### config.mk
export PLATFORM = sky130hd
export DESIGN_NAME = dsp16_ctrl
export DESIGN_NICKNAME = d
export VERILOG_FILES = /design/src/hdl/dsp16_ctrl_pkg.sv /design/src/hdl/dsp16_ctrl.sv /design/src/hdl/instr_issue.sv /design/src/hdl/data_decode.sv /design/src/hdl/branch_decode.sv
export SDC_FILE = /design/constraint.sdc
export NUM_CORES = 1
export LEC_CHECK = 0
export ABC_CLOCK_PERIOD_IN_PS = 4700
export BUFFER_PORTS_ARGS = -buffer_cell sky130_fd_sc_hd__clkbuf_2
export CORE_ASPECT_RATIO = 1.1
export CORE_MARGIN = 5
export CORE_UTILIZATION = 45
export CTS_CLUSTER_SIZE = 28
export DETAILED_ROUTE_END_ITERATION = 12
export GPL_TIMING_DRIVEN = 0
export PLACE_DENSITY = 0.81
export SKIP_LAST_GASP = 1
export SYNTH_ARGS = -nofsm -noshare
export SYNTH_HDL_FRONTEND = slang
export SYNTH_SLANG_ARGS = --single-unit
export TNS_END_PERCENT = 50
### constraint.sdc
create_clock -name clk -period 4.7 [get_ports clk]
set_input_delay 1.41 -clock clk [delete_from_list [all_inputs] [get_ports clk]]
set_output_delay 1.41 -clock clk [all_outputs]
set_load 0.005 [all_outputs]
### src/hdl/dsp16_ctrl_pkg.sv
//~~~~~~~~~~~~~~~~~~~~~~~~~~~~~~
// DSP16 control package
// Instruction word, T-field opcodes
// and the grouped control strobes
//~~~~~~~~~~~~~~~~~~~~~~~~~~~~~~
package dsp16_ctrl_pkg;

    typedef logic [15:0] instr_t;
    typedef logic [4:0]  opcode_t;     // T field, bits 15:11

    // Forms ending in 0 also cover the odd T value
    localparam opcode_t OP_GOTO_JA   = 5'b00000; // 0000x
    localparam opcode_t OP_SHORT_IMM = 5'b00010; // 0001x
    localparam opcode_t OP_CALL_JA   = 5'b10000; // 1000x
    localparam opcode_t OP_GOTO_B    = 5'b11000; // ret, iret, goto/call pt
    localparam opcode_t OP_AT_R      = 5'b01000;
    localparam opcode_t OP_R_A0      = 5'b01001;
    localparam opcode_t OP_R_A1      = 5'b01011;
    localparam opcode_t OP_R_IMM     = 5'b01010; // Long immediate
    localparam opcode_t OP_R_Y       = 5'b01111;
    localparam opcode_t OP_Y_R       = 5'b01100;
    localparam opcode_t OP_F1_Y      = 5'b00110;
    localparam opcode_t OP_F1_AT_Y   = 5'b00111;
    localparam opcode_t OP_IF_CON    = 5'b10011; // if CON F2
    localparam opcode_t OP_ZY        = 5'b10101;
    localparam opcode_t OP_F1_XY     = 5'b10110; // F1, x=Y
    localparam opcode_t OP_F1_Y_WR   = 5'b10100; // F1, Y=y
    localparam opcode_t OP_F1_YK     = 5'b10111; // F1, y[k]=Y
    localparam opcode_t OP_F1_Y_A0L  = 5'b11100;
    localparam opcode_t OP_F1_Y_A1L  = 5'b00100;
    localparam opcode_t OP_CON_BR    = 5'b11010; // Conditional branch prefix

    typedef struct packed {
        logic hit;        // Opcode claimed by this decoder
        logic pc_halt;
        logic two_cycle;
    } seq_ctrl_t;

    typedef struct packed {
        logic goto_ja;
        logic goto_b;
        logic call_ja;
        logic con_check;
        logic iret;
    } branch_ctrl_t;

    // Y pointer post-modify
    typedef struct packed {
        logic       post_load;
        logic [1:0] inc_sel;
        logic       step_sel;
        logic       ksel;
    } yaau_ctrl_t;

    typedef struct packed {
        logic short_load;
        logic long_load;
        logic ram_load;
        logic acc_load;
        logic ram_we;
        logic xaau_ram_load;
        logic xaau_imm_load;
        logic xaau_acc_load;
    } load_ctrl_t;

    typedef struct packed {
        logic dau_dec_en;
        logic dau_rmux_load;
        logic dau_imm_load;
        logic dau_ram_load;
        logic dau_acc_load;
        logic dau_fully_load;
        logic dau_acc_ram;
        logic dau_special;
        logic st_a0h;
        logic st_a1h;
        logic acc_sel;
        logic pdx_read;
    } dau_ctrl_t;

    typedef struct packed {
        load_ctrl_t load;
        dau_ctrl_t  dau;
        yaau_ctrl_t yaau;
    } data_ctrl_t;

    typedef struct packed {
        logic [2:0] r_field;
        logic [2:0] rsel;     // Register mux source unit
    } reg_sel_t;

    typedef struct packed {
        opcode_t     t_field;
        logic [4:0]  c_field;
        logic [1:0]  y_field;
        logic [1:0]  a_field;
        logic [5:0]  dau_op_fields;
        logic [8:0]  short_imm;
        logic [11:0] i_field;
        logic [15:0] long_imm;
        reg_sel_t    regs;
    } instr_fields_t;

endpackage
### src/hdl/dsp16_ctrl.sv
//~~~~~~~~~~~~~~~~~~~~~~~~~~~~~~
// DSP16 instruction decoder
// Branch and data decoders feeding
// the registered issue stage
//~~~~~~~~~~~~~~~~~~~~~~~~~~~~~~
`timescale 1ns/1ps

module dsp16_ctrl
    import dsp16_ctrl_pkg::*;
(
    input  logic          clk,
    input  logic          rst,
    input  logic          cen,
    input  instr_t        rom_dout,
    input  logic          con_result,  // From the previous condition check
    output branch_ctrl_t  branch,
    output data_ctrl_t    data,
    output instr_fields_t fields,
    output logic          pc_halt,
    output logic          no_int,
    output logic          fault
);

    branch_ctrl_t br_req;
    seq_ctrl_t    br_seq;
    data_ctrl_t   data_req;
    reg_sel_t     regs_req;
    logic [1:0]   a_sel;
    seq_ctrl_t    data_seq;

    branch_decode u_branch_decode (
        .instr (rom_dout),
        .br    (br_req),
        .seq   (br_seq)
    );

    data_decode u_data_decode (
        .instr (rom_dout),
        .data  (data_req),
        .regs  (regs_req),
        .a_sel (a_sel),
        .seq   (data_seq)
    );

    instr_issue u_instr_issue (
        .clk        (clk),
        .rst        (rst),
        .cen        (cen),
        .instr      (rom_dout),
        .br         (br_req),
        .data_in    (data_req),
        .regs_in    (regs_req),
        .a_sel      (a_sel),
        .br_seq     (br_seq),
        .data_seq   (data_seq),
        .con_result (con_result),
        .branch     (branch),
        .data       (data),
        .fields     (fields),
        .pc_halt    (pc_halt),
        .no_int     (no_int),
        .fault      (fault)
    );

endmodule

### src/hdl/instr_issue.sv
//~~~~~~~~~~~~~~~~~~~~~~~~~~~~~~
// Issue stage
// Applies branch conditions, tracks
// two-cycle words, registers outputs
//~~~~~~~~~~~~~~~~~~~~~~~~~~~~~~
`timescale 1ns/1ps

module instr_issue
    import dsp16_ctrl_pkg::*;
(
    input  logic          clk,
    input  logic          rst,
    input  logic          cen,
    input  instr_t        instr,
    input  branch_ctrl_t  br,
    input  data_ctrl_t    data_in,
    input  reg_sel_t      regs_in,
    input  logic [1:0]    a_sel,
    input  seq_ctrl_t     br_seq,
    input  seq_ctrl_t     data_seq,
    input  logic          con_result,
    output branch_ctrl_t  branch,
    output data_ctrl_t    data,
    output instr_fields_t fields,
    output logic          pc_halt,
    output logic          no_int,
    output logic          fault
);

    logic two_cycle;   // Current word is the second half of a two-cycle instruction
    logic issue;
    logic claimed;
    logic con_ok;

    assign issue   = ~two_cycle;
    assign claimed = br_seq.hit | data_seq.hit;
    assign con_ok  = ~branch.con_check | con_result; // Uses the previous issued check
    assign no_int  = ~two_cycle;

    always_ff @(posedge clk or posedge rst) begin
        if (rst) begin
            branch    <= '0;
            data      <= '0;
            fields    <= '0;
            pc_halt   <= 1'b0;
            two_cycle <= 1'b0;
            fault     <= 1'b0;
        end else if (cen) begin
            fields.t_field       <= instr[15:11];
            fields.c_field       <= instr[4:0];
            fields.y_field       <= instr[3:2];
            fields.a_field       <= issue ? a_sel : 2'd0;
            fields.dau_op_fields <= instr[10:5];
            fields.short_imm     <= instr[8:0];
            fields.i_field       <= instr[11:0];
            fields.long_imm      <= instr;
            if (issue && data_seq.hit) begin
                fields.regs <= regs_in;
            end

            if (issue) begin
                branch.goto_ja   <= br.goto_ja & con_ok;
                branch.call_ja   <= br.call_ja & con_ok;
                branch.goto_b    <= br.goto_b & (con_ok | br.iret);
                branch.con_check <= br.con_check;
                branch.iret      <= br.iret;
                data             <= data_in;
                pc_halt          <= br_seq.pc_halt | data_seq.pc_halt;
                two_cycle        <= br_seq.two_cycle | data_seq.two_cycle;
                if (!claimed) begin
                    fault <= 1'b1; // Sticky until reset
                end
            end else begin
                // Second fetched word is dropped
                branch    <= '0;
                data      <= '0;
                pc_halt   <= 1'b0;
                two_cycle <= 1'b0;
            end
        end
    end

endmodule

### src/hdl/data_decode.sv
//~~~~~~~~~~~~~~~~~~~~~~~~~~~~~~
// Data decoder
// Register loads, RAM transfers,
// accumulator moves and F1/F2 forms
//~~~~~~~~~~~~~~~~~~~~~~~~~~~~~~
`timescale 1ns/1ps

module data_decode
    import dsp16_ctrl_pkg::*;
(
    input  instr_t     instr,
    output data_ctrl_t data,
    output reg_sel_t   regs,
    output logic [1:0] a_sel,
    output seq_ctrl_t  seq
);

    opcode_t    op;
    yaau_ctrl_t y_mode;   // Post-modify from bits 1:0
    logic [2:0] y_or_yl;  // 1 selects y, 2 selects yl

    assign op      = instr[15:11];
    assign y_or_yl = instr[4] ? 3'd1 : 3'd2;

    always_comb begin
        y_mode           = '0;
        y_mode.post_load = 1'b1;
        case (instr[1:0])
            2'd0: y_mode.inc_sel  = 2'd1; // *rN
            2'd1: y_mode.inc_sel  = 2'd2; // *rN++
            2'd2: y_mode.inc_sel  = 2'd0; // *rN--
            2'd3: y_mode.step_sel = 1'b1; // *rN++j
            default: ;
        endcase
    end

    always_comb begin
        data    = '0;
        regs    = '0;
        a_sel   = 2'd0;
        seq     = '0;
        seq.hit = 1'b1;
        case (op)
            OP_SHORT_IMM, OP_SHORT_IMM | 5'd1: begin // j, k, rb, re
                data.load.short_load = 1'b1;
                regs.r_field         = instr[11:9] ^ 3'b100;
            end

            OP_AT_R: begin
                regs.r_field           = instr[6:4];
                regs.rsel              = instr[8:6];
                data.dau.dau_rmux_load = 1'b1;
                data.dau.pdx_read      = 1'b1;
                data.dau.st_a0h        =  instr[10];
                data.dau.st_a1h        = ~instr[10];
                seq.pc_halt            = 1'b1;
                seq.two_cycle          = 1'b1;
            end

            OP_R_A0, OP_R_A1: begin
                regs.r_field            = instr[6:4];
                a_sel                   = {1'b1, instr[12]};
                data.dau.acc_sel        = 1'b1;
                data.dau.dau_acc_load   = instr[8:7] == 2'b10; // DAU register
                data.load.acc_load      = instr[8:7] == 2'b00; // Y unit register
                data.load.xaau_acc_load = instr[8:7] == 2'b01; // X unit register
                seq.pc_halt             = 1'b1;
                seq.two_cycle           = 1'b1;
            end

            OP_R_IMM: begin
                // Destination unit in bits 9:7
                data.load.long_load     = instr[9:7] == 3'd0;
                data.load.xaau_imm_load = instr[9:7] == 3'd1;
                data.dau.dau_imm_load   = instr[9:7] == 3'd2;
                regs.r_field            = instr[6:4];
                seq.two_cycle           = 1'b1;  // Second word is the immediate
            end

            OP_R_Y, OP_Y_R: begin
                if (op == OP_R_Y && !instr[10]) begin
                    data.load.ram_load      = instr[9:7] == 3'd0;
                    data.load.xaau_ram_load = instr[9:7] == 3'd1;
                    data.dau.dau_ram_load   = instr[9:7] == 3'd2;
                end
                data.dau.pdx_read = op == OP_R_Y;
                data.load.ram_we  = op == OP_Y_R;    // Store to RAM
                regs.rsel         = instr[8:6];
                regs.r_field      = instr[6:4];
                data.yaau         = y_mode;
                seq.pc_halt       = 1'b1;
                seq.two_cycle     = 1'b1;
            end

            OP_F1_Y, OP_F1_AT_Y: begin
                data.dau.dau_dec_en = 1'b1;
                a_sel               = instr[10:9];
                if (instr[11]) begin              // aT=Y stores the accumulator
                    data.dau.st_a1h      = ~instr[10];
                    data.dau.st_a0h      =  instr[10];
                    data.dau.dau_acc_ram = 1'b1;
                end
                data.yaau = y_mode;
            end

            OP_IF_CON: begin
                data.dau.dau_dec_en  = 1'b1;
                data.dau.dau_special = 1'b1;
                a_sel                = instr[10:9];
            end

            OP_ZY: begin
                data.dau.dau_dec_en   = 1'b1;
                data.dau.dau_ram_load = 1'b1;
                regs.rsel             = 3'b100;  // DAU
                regs.r_field          = y_or_yl;
                data.load.ram_we      = 1'b1;
                // Only the zp case, a plain +1
                data.yaau.post_load   = 1'b1;
                data.yaau.inc_sel     = 2'd2;
                seq.pc_halt           = 1'b1;
                seq.two_cycle         = 1'b1;
            end

            OP_F1_XY: begin
                data.dau.dau_dec_en   = 1'b1;
                data.dau.dau_ram_load = 1'b1;
                regs.r_field          = 3'd0;    // x
                data.yaau             = y_mode;
            end

            OP_F1_Y_WR, OP_F1_YK, OP_F1_Y_A0L, OP_F1_Y_A1L: begin
                data.dau.dau_dec_en = 1'b1;
                regs.r_field        = y_or_yl;
                data.yaau           = y_mode;
                case (op)
                    OP_F1_Y_WR: begin
                        data.load.ram_we = 1'b1;
                        regs.rsel        = 3'b100;
                        seq.pc_halt      = 1'b1;
                        seq.two_cycle    = 1'b1;
                    end
                    OP_F1_YK: data.dau.dau_ram_load = 1'b1;
                    default: begin // Accumulator low or high to RAM
                        regs.rsel        = 3'b010;
                        data.dau.acc_sel = 1'b1;
                        data.load.ram_we = 1'b1;
                        a_sel            = {instr[4], ~instr[15]};
                        seq.pc_halt      = 1'b1;
                        seq.two_cycle    = 1'b1;
                    end
                endcase
            end

            default: seq.hit = 1'b0;
        endcase
    end

endmodule

### src/hdl/branch_decode.sv
//~~~~~~~~~~~~~~~~~~~~~~~~~~~~~~
// Branch decoder
// Program-flow opcodes: goto/call JA,
// goto B and the if-CON prefix
//~~~~~~~~~~~~~~~~~~~~~~~~~~~~~~
`timescale 1ns/1ps

module branch_decode
    import dsp16_ctrl_pkg::*;
(
    input  instr_t       instr,
    output branch_ctrl_t br,
    output seq_ctrl_t    seq
);

    opcode_t op;
    logic    jump;      // Two-cycle PC transfer

    assign op = instr[15:11];

    always_comb begin
        br   = '0;
        seq  = '0;
        jump = 1'b0;
        case (op)
            OP_GOTO_JA, OP_GOTO_JA | 5'd1: begin
                br.goto_ja = 1'b1;  // Qualified later by the condition
                jump       = 1'b1;
            end
            OP_CALL_JA, OP_CALL_JA | 5'd1: begin
                br.call_ja = 1'b1;
                jump       = 1'b1;
            end
            OP_GOTO_B: begin
                br.goto_b = 1'b1;
                br.iret   = instr[10:8] == 3'd1; // iret runs even on a failed condition
                jump      = 1'b1;
            end
            OP_CON_BR: begin
                // Bit 10 set is icall, not implemented
                br.con_check = ~instr[10];
                seq.hit      = 1'b1;
            end
            default: ;
        endcase

        if (jump) begin
            seq.hit       = 1'b1;
            seq.pc_halt   = 1'b1;
            seq.two_cycle = 1'b1;
        end
    end

endmodule

Word level (Yosys, flattened, before mapping). Cells that the tools add are included.

Flip-flop bits (word level): 96. Input bits: 20. Output and inout port bits: 96. Word-level logic and storage cells: 166.

Equal/unequal tests: 29. Mux-type cells: 53. Bitwise operators: 14. Reduce and logical (&&, ||, !) cells: 28.

Operator list (count): $eq 5x5->1 const B (10); $mux 1 (31); $eq 5x4->1 const B (6); $mux 25 (1); $pmux 3 s3 (2); $reduce_or 9->1 (2); $reduce_or 17->1 (1); $reduce_or 2->1 (8); $eq 5x3->1 const B (3); $mux 2 (6); $pmux 3 s2 (2); $reduce_or 6->1 (2); $eq 5x2->1 const B (2); $reduce_or 5->1 (2); $pmux 1 s2 (4); $pmux 2 s2 (2); $reduce_or 7->1 (1); $eq 3x1->1 const B (2); $not 1->1 (6); $pmux 1 s3 (2); $pmux 2 s3 (1); $reduce_or 3->1 (2); $eq 5x1->1 const B (1); $logic_not 5->1 (1); 14 further kinds (24).

Depth between registers and ports, before layout. Gate-level depths: netlist of the first run.

Depth after elaboration: 7. Mapped depth: 6. Depth with buffers taken out: 4.

Cells and area by module. Synthesis of the first run repeated with hierarchy kept, for this count alone.

Cells, all modules: 304. Area total of the unflattened synthesis: 3251.9 µm².

Modules (own cells, without submodules): instr_issue (instances 1, cells an instance 177, area each 2458.6 µm², seq. area each 1426.4 µm²); data_decode (instances 1, cells an instance 115, area each 670.6 µm², seq. area each 0.0 µm²); branch_decode (instances 1, cells an instance 12, area each 122.6 µm², seq. area each 0.0 µm²).

Least setup slack after synthesis of the first run. OpenSTA, ideal clock, no wires.

Path kind: input to register. Start: input cen. End: register, netlist name u_instr_issue.fields[2]. Library setup time: 0.125 ns. Arrival time: 2.372 ns. Required time: 4.575 ns. Setup slack: 2.202 ns. Stages: 6. Buffers on the path: 2. Cell sequence: buf_4 > and2b_1 > buf_6 > o31ai_2 > nand3b_4 > mux2_4.

Longest elaborated chain between the ends: 1.

RTL lines: start: declaration (RTL line dsp16_ctrl.sv:13) `input logic cen,`; $reduce_and 2->1 (no source line).

Every way passes these cells. A chain may end at the register's enable or synchronous reset.

Worst setup path in the final report of the first run.
Start: input rom_dout[13]. End: register, netlist name u_instr_issue.fields[2].

Longest elaborated chain between the ends: 5. Elaborated cells on any way between the ends: 25. Those cells by class: eq/ne: 17; mux: 3; reduce/logical: 5.

RTL lines: start: declaration (RTL line dsp16_ctrl.sv:14) `input instr_t rom_dout,`; $eq 5x2->1, or another cell as far along (RTL line data_decode.sv:43) `case (op)`; $reduce_or 17->1 (no source line); $mux 1 (RTL line data_decode.sv:43); $logic_and 1x1->1 (RTL line instr_issue.sv:57) `if (issue && data_seq.hit) begin`; $reduce_and 2->1 (no source line).

Parallel ways exist; a longest one is shown, timed or not.

==> results.yml, run 1 <==
synth:
  avgSynthCellArea_um2: 10.2
  yosys-mux-area-fraction_pct: 7.00
  synth-compound-area-share_pct: 18.7
  synth-main-ff-cell: "dfrtp_1"
  synth_area_um2: 3220
  yosys.area_share.adder_pct: 0
  synth_top_family_by_area: "compound AO/OA/AOI/OAI gates"
  async_flop_share_pct: 100
  synth_edf_count: 0
  synth_xor_area_share_pct: 0
  yosysWarnings: 0
  synth_seq_area_share_pct: 42.8
  synthesis.instances: 314
  synth.lib_cells_used.distinct: 55
  synth-simple-area-share_pct: 14.4
  synth-seq-cells: 55
floorplan:
  dieArea_um2: 8940
  start_util_pct: 45.9
  io_pins: 116
  die_w_um: 90.6
  rows: 32
  core_um2: 7010
  chipHeight_um: 98.7
outcome:
  status: "finished, final reports clean"
routing:
  route.detailed.drc: 0
  drtAntennaViolNets: 0
  vias_per_cell: 5.51
  vias: 2869
  routed_wl_mm: 9.66
  firstDrtPassIters: 5
  wl_per_cell_um: 18.5
  drt-initial-drc-count: 231
pwr:
  ir_drop_mv: 0.170
  p_per_area_nw_per_um2: 288
  power.switching_uw: 341
  pwr-share-comb_pct: 25.3
  switching_share_pct: 29.5
  p_clk_share_pct: 28.9
  pwr-share-seq_pct: 45.8
  p_int_uw: 818
  p_leak_uw: 0.00203
cts:
  clockBufferDepth: 2
  postCtsHoldBufs: 0
  cts_setup_buffers: 0
  root_buffer: "clkbuf_8"
  cts.sinks: 55
  clk_pin_slew_ns: 0.11
  cts_tree: "done"
  cts_resized: 0
  clkLatencyLatePin_ns: 0.32
  cts_buffers: 5
  htree_levels: 2
timing:
  fin_crit_sh_pct: 51.8
  worst_pin_slew_ns: 0.558
  slew_violations: 0
  setup_ws_ns: 2.27
  slew_headroom_pct: 62.8
  hold_viol: 0
  rsz0062_at_grt: "false"
  fin_skew_ns: 0.00819
  final-setup-viol-count: 0
  fin_tns_setup_ns: 0
  period_minus_slack_ns: 2.43
  fmax_mhz: 411
placement:
  hpwl_mm: 7.29
  gp_congestion: 0.979
  dp_slack_ns: 1.93
  numPortBuffers: 112
global_route:
  overflow: 0
  grt_max_degree: 33
  grt_pass1_wl_mm: 15.7
  grt_use_total_pct: 21.7
  grt_pass1_vias: 2930
  antenna_found_initial: 0
finish:
  antenna_cells: 0
  multi_input_area_um2: 1290
  area_delta_synth_final_pct: 25.1
  final_layout_size_suffix_gt1_share_pct: 47.7
  final_nets: 455
  seq_area_um2: 1380
  fillers: 644
worst_hold_path:
  hold_path_class: "reg -> reg"
worst_setup_path:
  cp.arrival_ns: 2.66
  cp_max_fo: 9
  crit_family: "buffers and inverters"
  cp_num_buf_inv: 2
  crit_type: "in -> reg"
  cp-start-kind: "input port"
  crit_slowest_cell: "o31ai_2"
  required_ns: 4.92
  cp_cell_sequence: "clkbuf_2, clkinv_1, o31ai_2, nand3b_4, mux2_4"
  cp-end-kind: "flip-flop"
  max_stage_delay_ns: 0.32
job:
  max_cap_violations: 0
## worst register-to-register path: cells and delay by family, from the launching register on
kind,cells,cell delay (ns)
AO/OA/AOI/OAI,1,0.08
buffers and inverters,1,0.15
flip-flops,1,0.45
multiplexers,1,0.32
AND/OR/NAND/NOR,2,0.43
## metal layers
layer	up-vias	global-route usage, %	share of wire (%)	wire, um
met3	21	4.43	7.6	733
met2	143	36.7	49	4720
met1	1380	28.2	41	4010
li1	1325	-	-	-
met5	-	0	0	0
met4	0	5.73	2.1	202
## power groups by stage
stage | Combinational (uW) | Clock [uW] | Sequential, uW
finish | 294 | 335 | 531
global route | 321 | 357 | 537
CTS | 296 | 339 | 531
detailed placement | 295 | 0 | 540
global placement | 290 | 0 | 538
floorplan | 172 | 0 | 540
## cells by family after synthesis
logic type | count (synthesis)
muxes | 20
buffers and inverters | 80
DFF | 55
other | 1
and+or+nand+nor | 79
AOI/OAI and AO/OA | 79
## synth_stat cells (2+ instances only)
cell type,n,area share (%)
dfrtp_1,55,43
inv_1,14,1.6
buf_2,6,0.93
a211oi_1,5,1.2
inv_2,2,0.23
o21ai_2,2,0.54
nor3_1,5,0.78
a21oi_1,9,1.4
o21ai_1,4,0.62
o2111ai_1,2,0.54
mux2i_1,3,0.93
buf_6,10,3.5
o32ai_1,4,1.1
nand2_1,19,2.2
and2b_1,3,0.70
nand3_1,9,1.4
nor2_1,10,1.2
and3b_1,3,0.82
a22o_1,10,2.7
o21ai_0,8,1.2
a22oi_1,3,0.70
nand4_1,3,0.58
nor2b_1,3,0.58
buf_1,2,0.23
and2_1,3,0.58
a32o_1,5,1.6
o2bb2ai_1,14,3.8
mux2_2,16,5.6
a31oi_1,2,0.39
buf_4,44,10
nand3b_1,3,0.70
nand2b_1,9,1.8
a21o_1,2,0.47
## cell usage in the layout, fill, tap and decap left out, drive strengths merged, types with 2 or more instances in the layout
master	netlist	final
buf	62	63
clkinv	1	2
a22o	10	10
o31ai	2	2
and3b	3	3
a32o	5	5
nand2b	9	9
nor2	11	11
mux2i	3	3
nor2b	3	3
a21o	2	2
dfrtp	55	55
inv	16	17
a21oi	9	9
nand3b	4	4
nor3	5	5
o2111ai	2	2
nand2	19	19
nor4b	2	2
and2b	3	3
clkbuf	1	118
nand4	3	3
nand3	9	9
conb	1	2
mux2	17	17
a211oi	5	5
a31oi	2	2
a22oi	3	3
or2	2	2
o21ai	14	14
o32ai	4	4
and2	3	3
o2bb2ai	14	14
## cell type report
cell class / instances / area share, %
buffer: 63 / 12.0
clock inverter: 3 / 1.18
tap: 85 / 2.64
clock buffer: 5 / 1.71
timing repair buffer: 113 / 14.4
sequential: 55 / 34.2
inverter: 17 / 1.59
multi-input combinational: 180 / 32.2
## final timing paths
kind / start / to / slack (ns) / cells past startpoint
setup / recovery: rom_dout[13] / u_instr_issue.fields[2] / 2.27 / 5
max in group asynchronous: rst / u_instr_issue.fields[7] / 3.05 / 3
hold / removal: u_instr_issue.data[20] / u_instr_issue.data[20] / 0.49 / 1
min in group asynchronous: rst / u_instr_issue.fields[14] / 1.10 / 2
hold reg to reg: u_instr_issue.data[20] / u_instr_issue.data[20] / 0.49 / 1
setup reg to reg: u_instr_issue.two_cycle / u_instr_issue.fields[2] / 3.17 / 5
## flip-flops by register name (all words and copies together) (netlist names)
signal,cells
u_instr_issue.branch,5
u_instr_issue.data,23
u_instr_issue.fault,1
u_instr_issue.fields,24
u_instr_issue.pc_halt,1
u_instr_issue.two_cycle,1
## per-stage QoR
stage | cells | total power (uW) | util [%] | area [um^2] | hold slack [ns]
finish | 521 | 1160 | 57.4 | 4020 | 0.494
detailed placement | 513 | 836 | 55.8 | 3910 | 0.473
CTS | 521 | 1170 | 57.4 | 4020 | 0.497
global route | 521 | 1210 | 57.4 | 4020 | 0.520
global placement | 512 | 828 | 55.5 | 3890 | 0.469
floorplan | 315 | 712 | - | 3220 | 0.468
Power figures use the tool's default switching activity.
==> run 2: changes to the inputs <==
- ABC_AREA: not set -> 1
- ABC_CLOCK_PERIOD_IN_PS: 4700 -> 2500
- PLACE_DENSITY: 0.81 -> 0.82
- clock period: 4.7 -> 2.5 ns (I/O delays scaled with it)
==> run 2 against run 1 <==
  * Routed wire length down 14%
  * Die area down 7.5%
  * Clock power up 70%
  * Sequential share of layout area up 2.6 points
  * Sequential cell count unchanged
  * Synthesized area down 8.4%
  * Combinational power up 59%
  * Synthesized cell count up 18%
  * Worst hold slack worse by 0.013 ns
==> results.yml, run 2 <==
timing:
  fin_crit_sh_pct: 71.6
  fin_tns_setup_ns: 0
  rsz0062_at_grt: "false"
  worst_pin_slew_ns: 0.594
  fin_skew_ns: 0.00296
  slew_violations: 0
  fmax_mhz: 559
  final-setup-viol-count: 0
  slew_headroom_pct: 60.4
  hold_viol: 0
  period_minus_slack_ns: 1.79
synth:
  synth_edf_count: 0
  synth_largest_area_cell: "dfrtp_1"
  synth-seq-cells: 55
  synth-compound-area-share_pct: 8.88
  synth_top_family_by_area: "simple AND/OR/NAND/NOR gates"
  yosysMostFrequentCell: "nand2_1"
  synthesis.instances: 369
  synth.lib_cells_used.distinct: 35
  yosysWarnings: 0
  synth_xor_area_share_pct: 0
  synth_seq_area_share_pct: 46.7
  synth_top_area_share_pct: 46.7
  yosys-mux-area-fraction_pct: 0
  synth-main-ff-cell: "dfrtp_1"
  avgSynthCellArea_um2: 7.98
  yosys.area_share.adder_pct: 0
  synthTopCellsByCount: "nand2_1, dfrtp_1, buf_4"
  synth_area_um2: 2950
  async_flop_share_pct: 100
  synth-simple-area-share_pct: 28.8
  synth.area.top_cells: "dfrtp_1, nand2_1, buf_4"
routing:
  wl_per_cell_um: 14.5
  firstDrtPassIters: 4
  routed_wl_mm: 8.29
  route.detailed.drc: 0
  vias_per_cell: 4.89
  vias: 2796
  drt-initial-drc-count: 132
  drtAntennaViolNets: 0
floorplan:
  rows: 31
  chipHeight_um: 94.9
  io_pins: 116
  core_um2: 6480
  start_util_pct: 45.5
  die_w_um: 87.1
  dieArea_um2: 8260
cts:
  htree_levels: 2
  cts.sinks: 55
  cts_tree: "done"
  clk_pin_slew_ns: 0.09
  postCtsHoldBufs: 0
  clkLatencyLatePin_ns: 0.31
  clockBufferDepth: 2
  cts_setup_buffers: 0
  cts_resized: 0
  root_buffer: "clkbuf_8"
  cts_buffers: 5
finish:
  fillers: 635
  reg.largest.list: "u_instr_issue.fields (24), u_instr_issue.data (23), u_instr_issue.branch (5)"
  final_cell_mix: "nand2_1, clkbuf_2, dfrtp_1, buf_4, o21ai_0"
  largest_register: "u_instr_issue.fields"
  final_nets: 510
  final_layout_size_suffix_gt1_share_pct: 37.8
  final_common_cell: "nand2_1"
  largest_reg_flops: 24
  stdcell_count: 572
  utilization_pct: 57.7
  area_delta_synth_final_pct: 26.8
  antenna_cells: 0
global_route:
  grt_pass1_wl_mm: 13.5
  grt_max_degree: 30
  grt_use_total_pct: 20.9
  grt_pass1_vias: 2721
  antenna_found_initial: 0
  overflow: 0
worst_setup_path:
  cp_max_fo: 7
  cp_cell_sequence: "clkbuf_2, nor2_4, nand3_1, nand2_1, nor2_1, nand3_1, o21ai_0, nand2_1"
  crit_type: "in -> reg"
  required_ns: 2.69
  cp.arrival_ns: 1.98
  cp-start-kind: "input port"
  crit_slowest_cell: "o21ai_0"
  cp-end-kind: "flip-flop"
  max_stage_delay_ns: 0.27
pwr:
  p_leak_uw: 0.00217
  ir_drop_mv: 0.231
  p_per_area_nw_per_um2: 545
placement:
  numPortBuffers: 112
  dp_cells: 565
  hpwl_mm: 6.71
  gp_congestion: 0.849
outcome:
  status: "finished, final reports clean"
worst_hold_path:
  hold_path_class: "in -> async"
job:
  max_cap_violations: 0
run 2: cell count changes after synthesis, sizes merged, moves of 5 or more:
cell,change
nor2,+19
o21ai,+14
nand2,+117
nand3,+10
a21oi,-7
nand2b,-9
a22o,-8
a32o,-5
a211oi,-5
o2bb2ai,-14
buf,-15
mux2,-17
inv,+10
run 2: power breakdown:
group | switching (uW) | total [uW] | internal [uW] | leakage, uW
logic | 250 | 468 | 217 | 0.00140
registers | 47.6 | 998 | 950 | 0.000723
clock network | 275 | 569 | 294 | 0.0000513
total | 573 | 2030 | 1460 | 0.00217
run 2: kinds of logic after synthesis:
kind of cell | count (synthesis)
and+or+nand+nor | 195
buffers and inverters | 76
DFF | 55
AOI/OAI and AO/OA | 42
other | 1
run 2: routing by layer:
metal	vias to the layer above	GRT usage [%]	wire, um
met3	9	4.28	673
met4	0	4.86	109
li1	1378	-	-
met5	-	0	0
met1	1303	27.5	3420
met2	106	35.4	4080
run 2: worst paths after layout:
| check | cells after the start | to | from | slack (ns) |
|---|---|---|---|---|
| setup / recovery | 8 | u_instr_issue.data[16] | rom_dout[11] | 0.71 |
| max in group asynchronous | 3 | u_instr_issue.fields[62] | rst | 1.46 |
| hold / removal | 2 | u_instr_issue.fields[9] | rst | 0.48 |
| setup reg to reg | 6 | u_instr_issue.branch[2] | u_instr_issue.two_cycle | 0.90 |
| hold reg to reg | 2 | u_instr_issue.pc_halt | u_instr_issue.pc_halt | 0.48 |
| min in group clk | 2 | u_instr_issue.pc_halt | u_instr_issue.pc_halt | 0.48 |
run 2: cell type report:
cell class                      count  area [um^2]  area share, %
Inverter                           26          100           2.68
Multi-Input combinational cell    239         1120           29.9
Clock buffer                        6         72.6           1.94
Tap cell                           82          103           2.75
Timing Repair Buffer              113          581           15.5
Clock inverter                      1         30.0          0.804
Buffer                             50          354           9.48
Sequential cell                    55         1380           36.9
run 2: through the flow:
stage / setup slack (ns) / instance area (um^2) / power (uW) / hold slack (ns)
5_1_grt: 0.589 / 3730 / 2150 / 0.507
6_report: 0.711 / 3730 / 2030 / 0.481
2_1_floorplan: 0.407 / 2950 / 1280 / 0.468
3_5_place_dp: 0.403 / 3630 / 1490 / 0.467
3_3_place_gp: -0.191 / 3610 / 1470 / 0.465
4_1_cts: 0.725 / 3730 / 2060 / 0.492
run 2: critical path, delay by kind of cell:
kind                   cells  cell delay (ns)
buffers and inverters      1             0.20
AO/OA/AOI/OAI              1             0.27
AND/OR/NAND/NOR            6             0.75
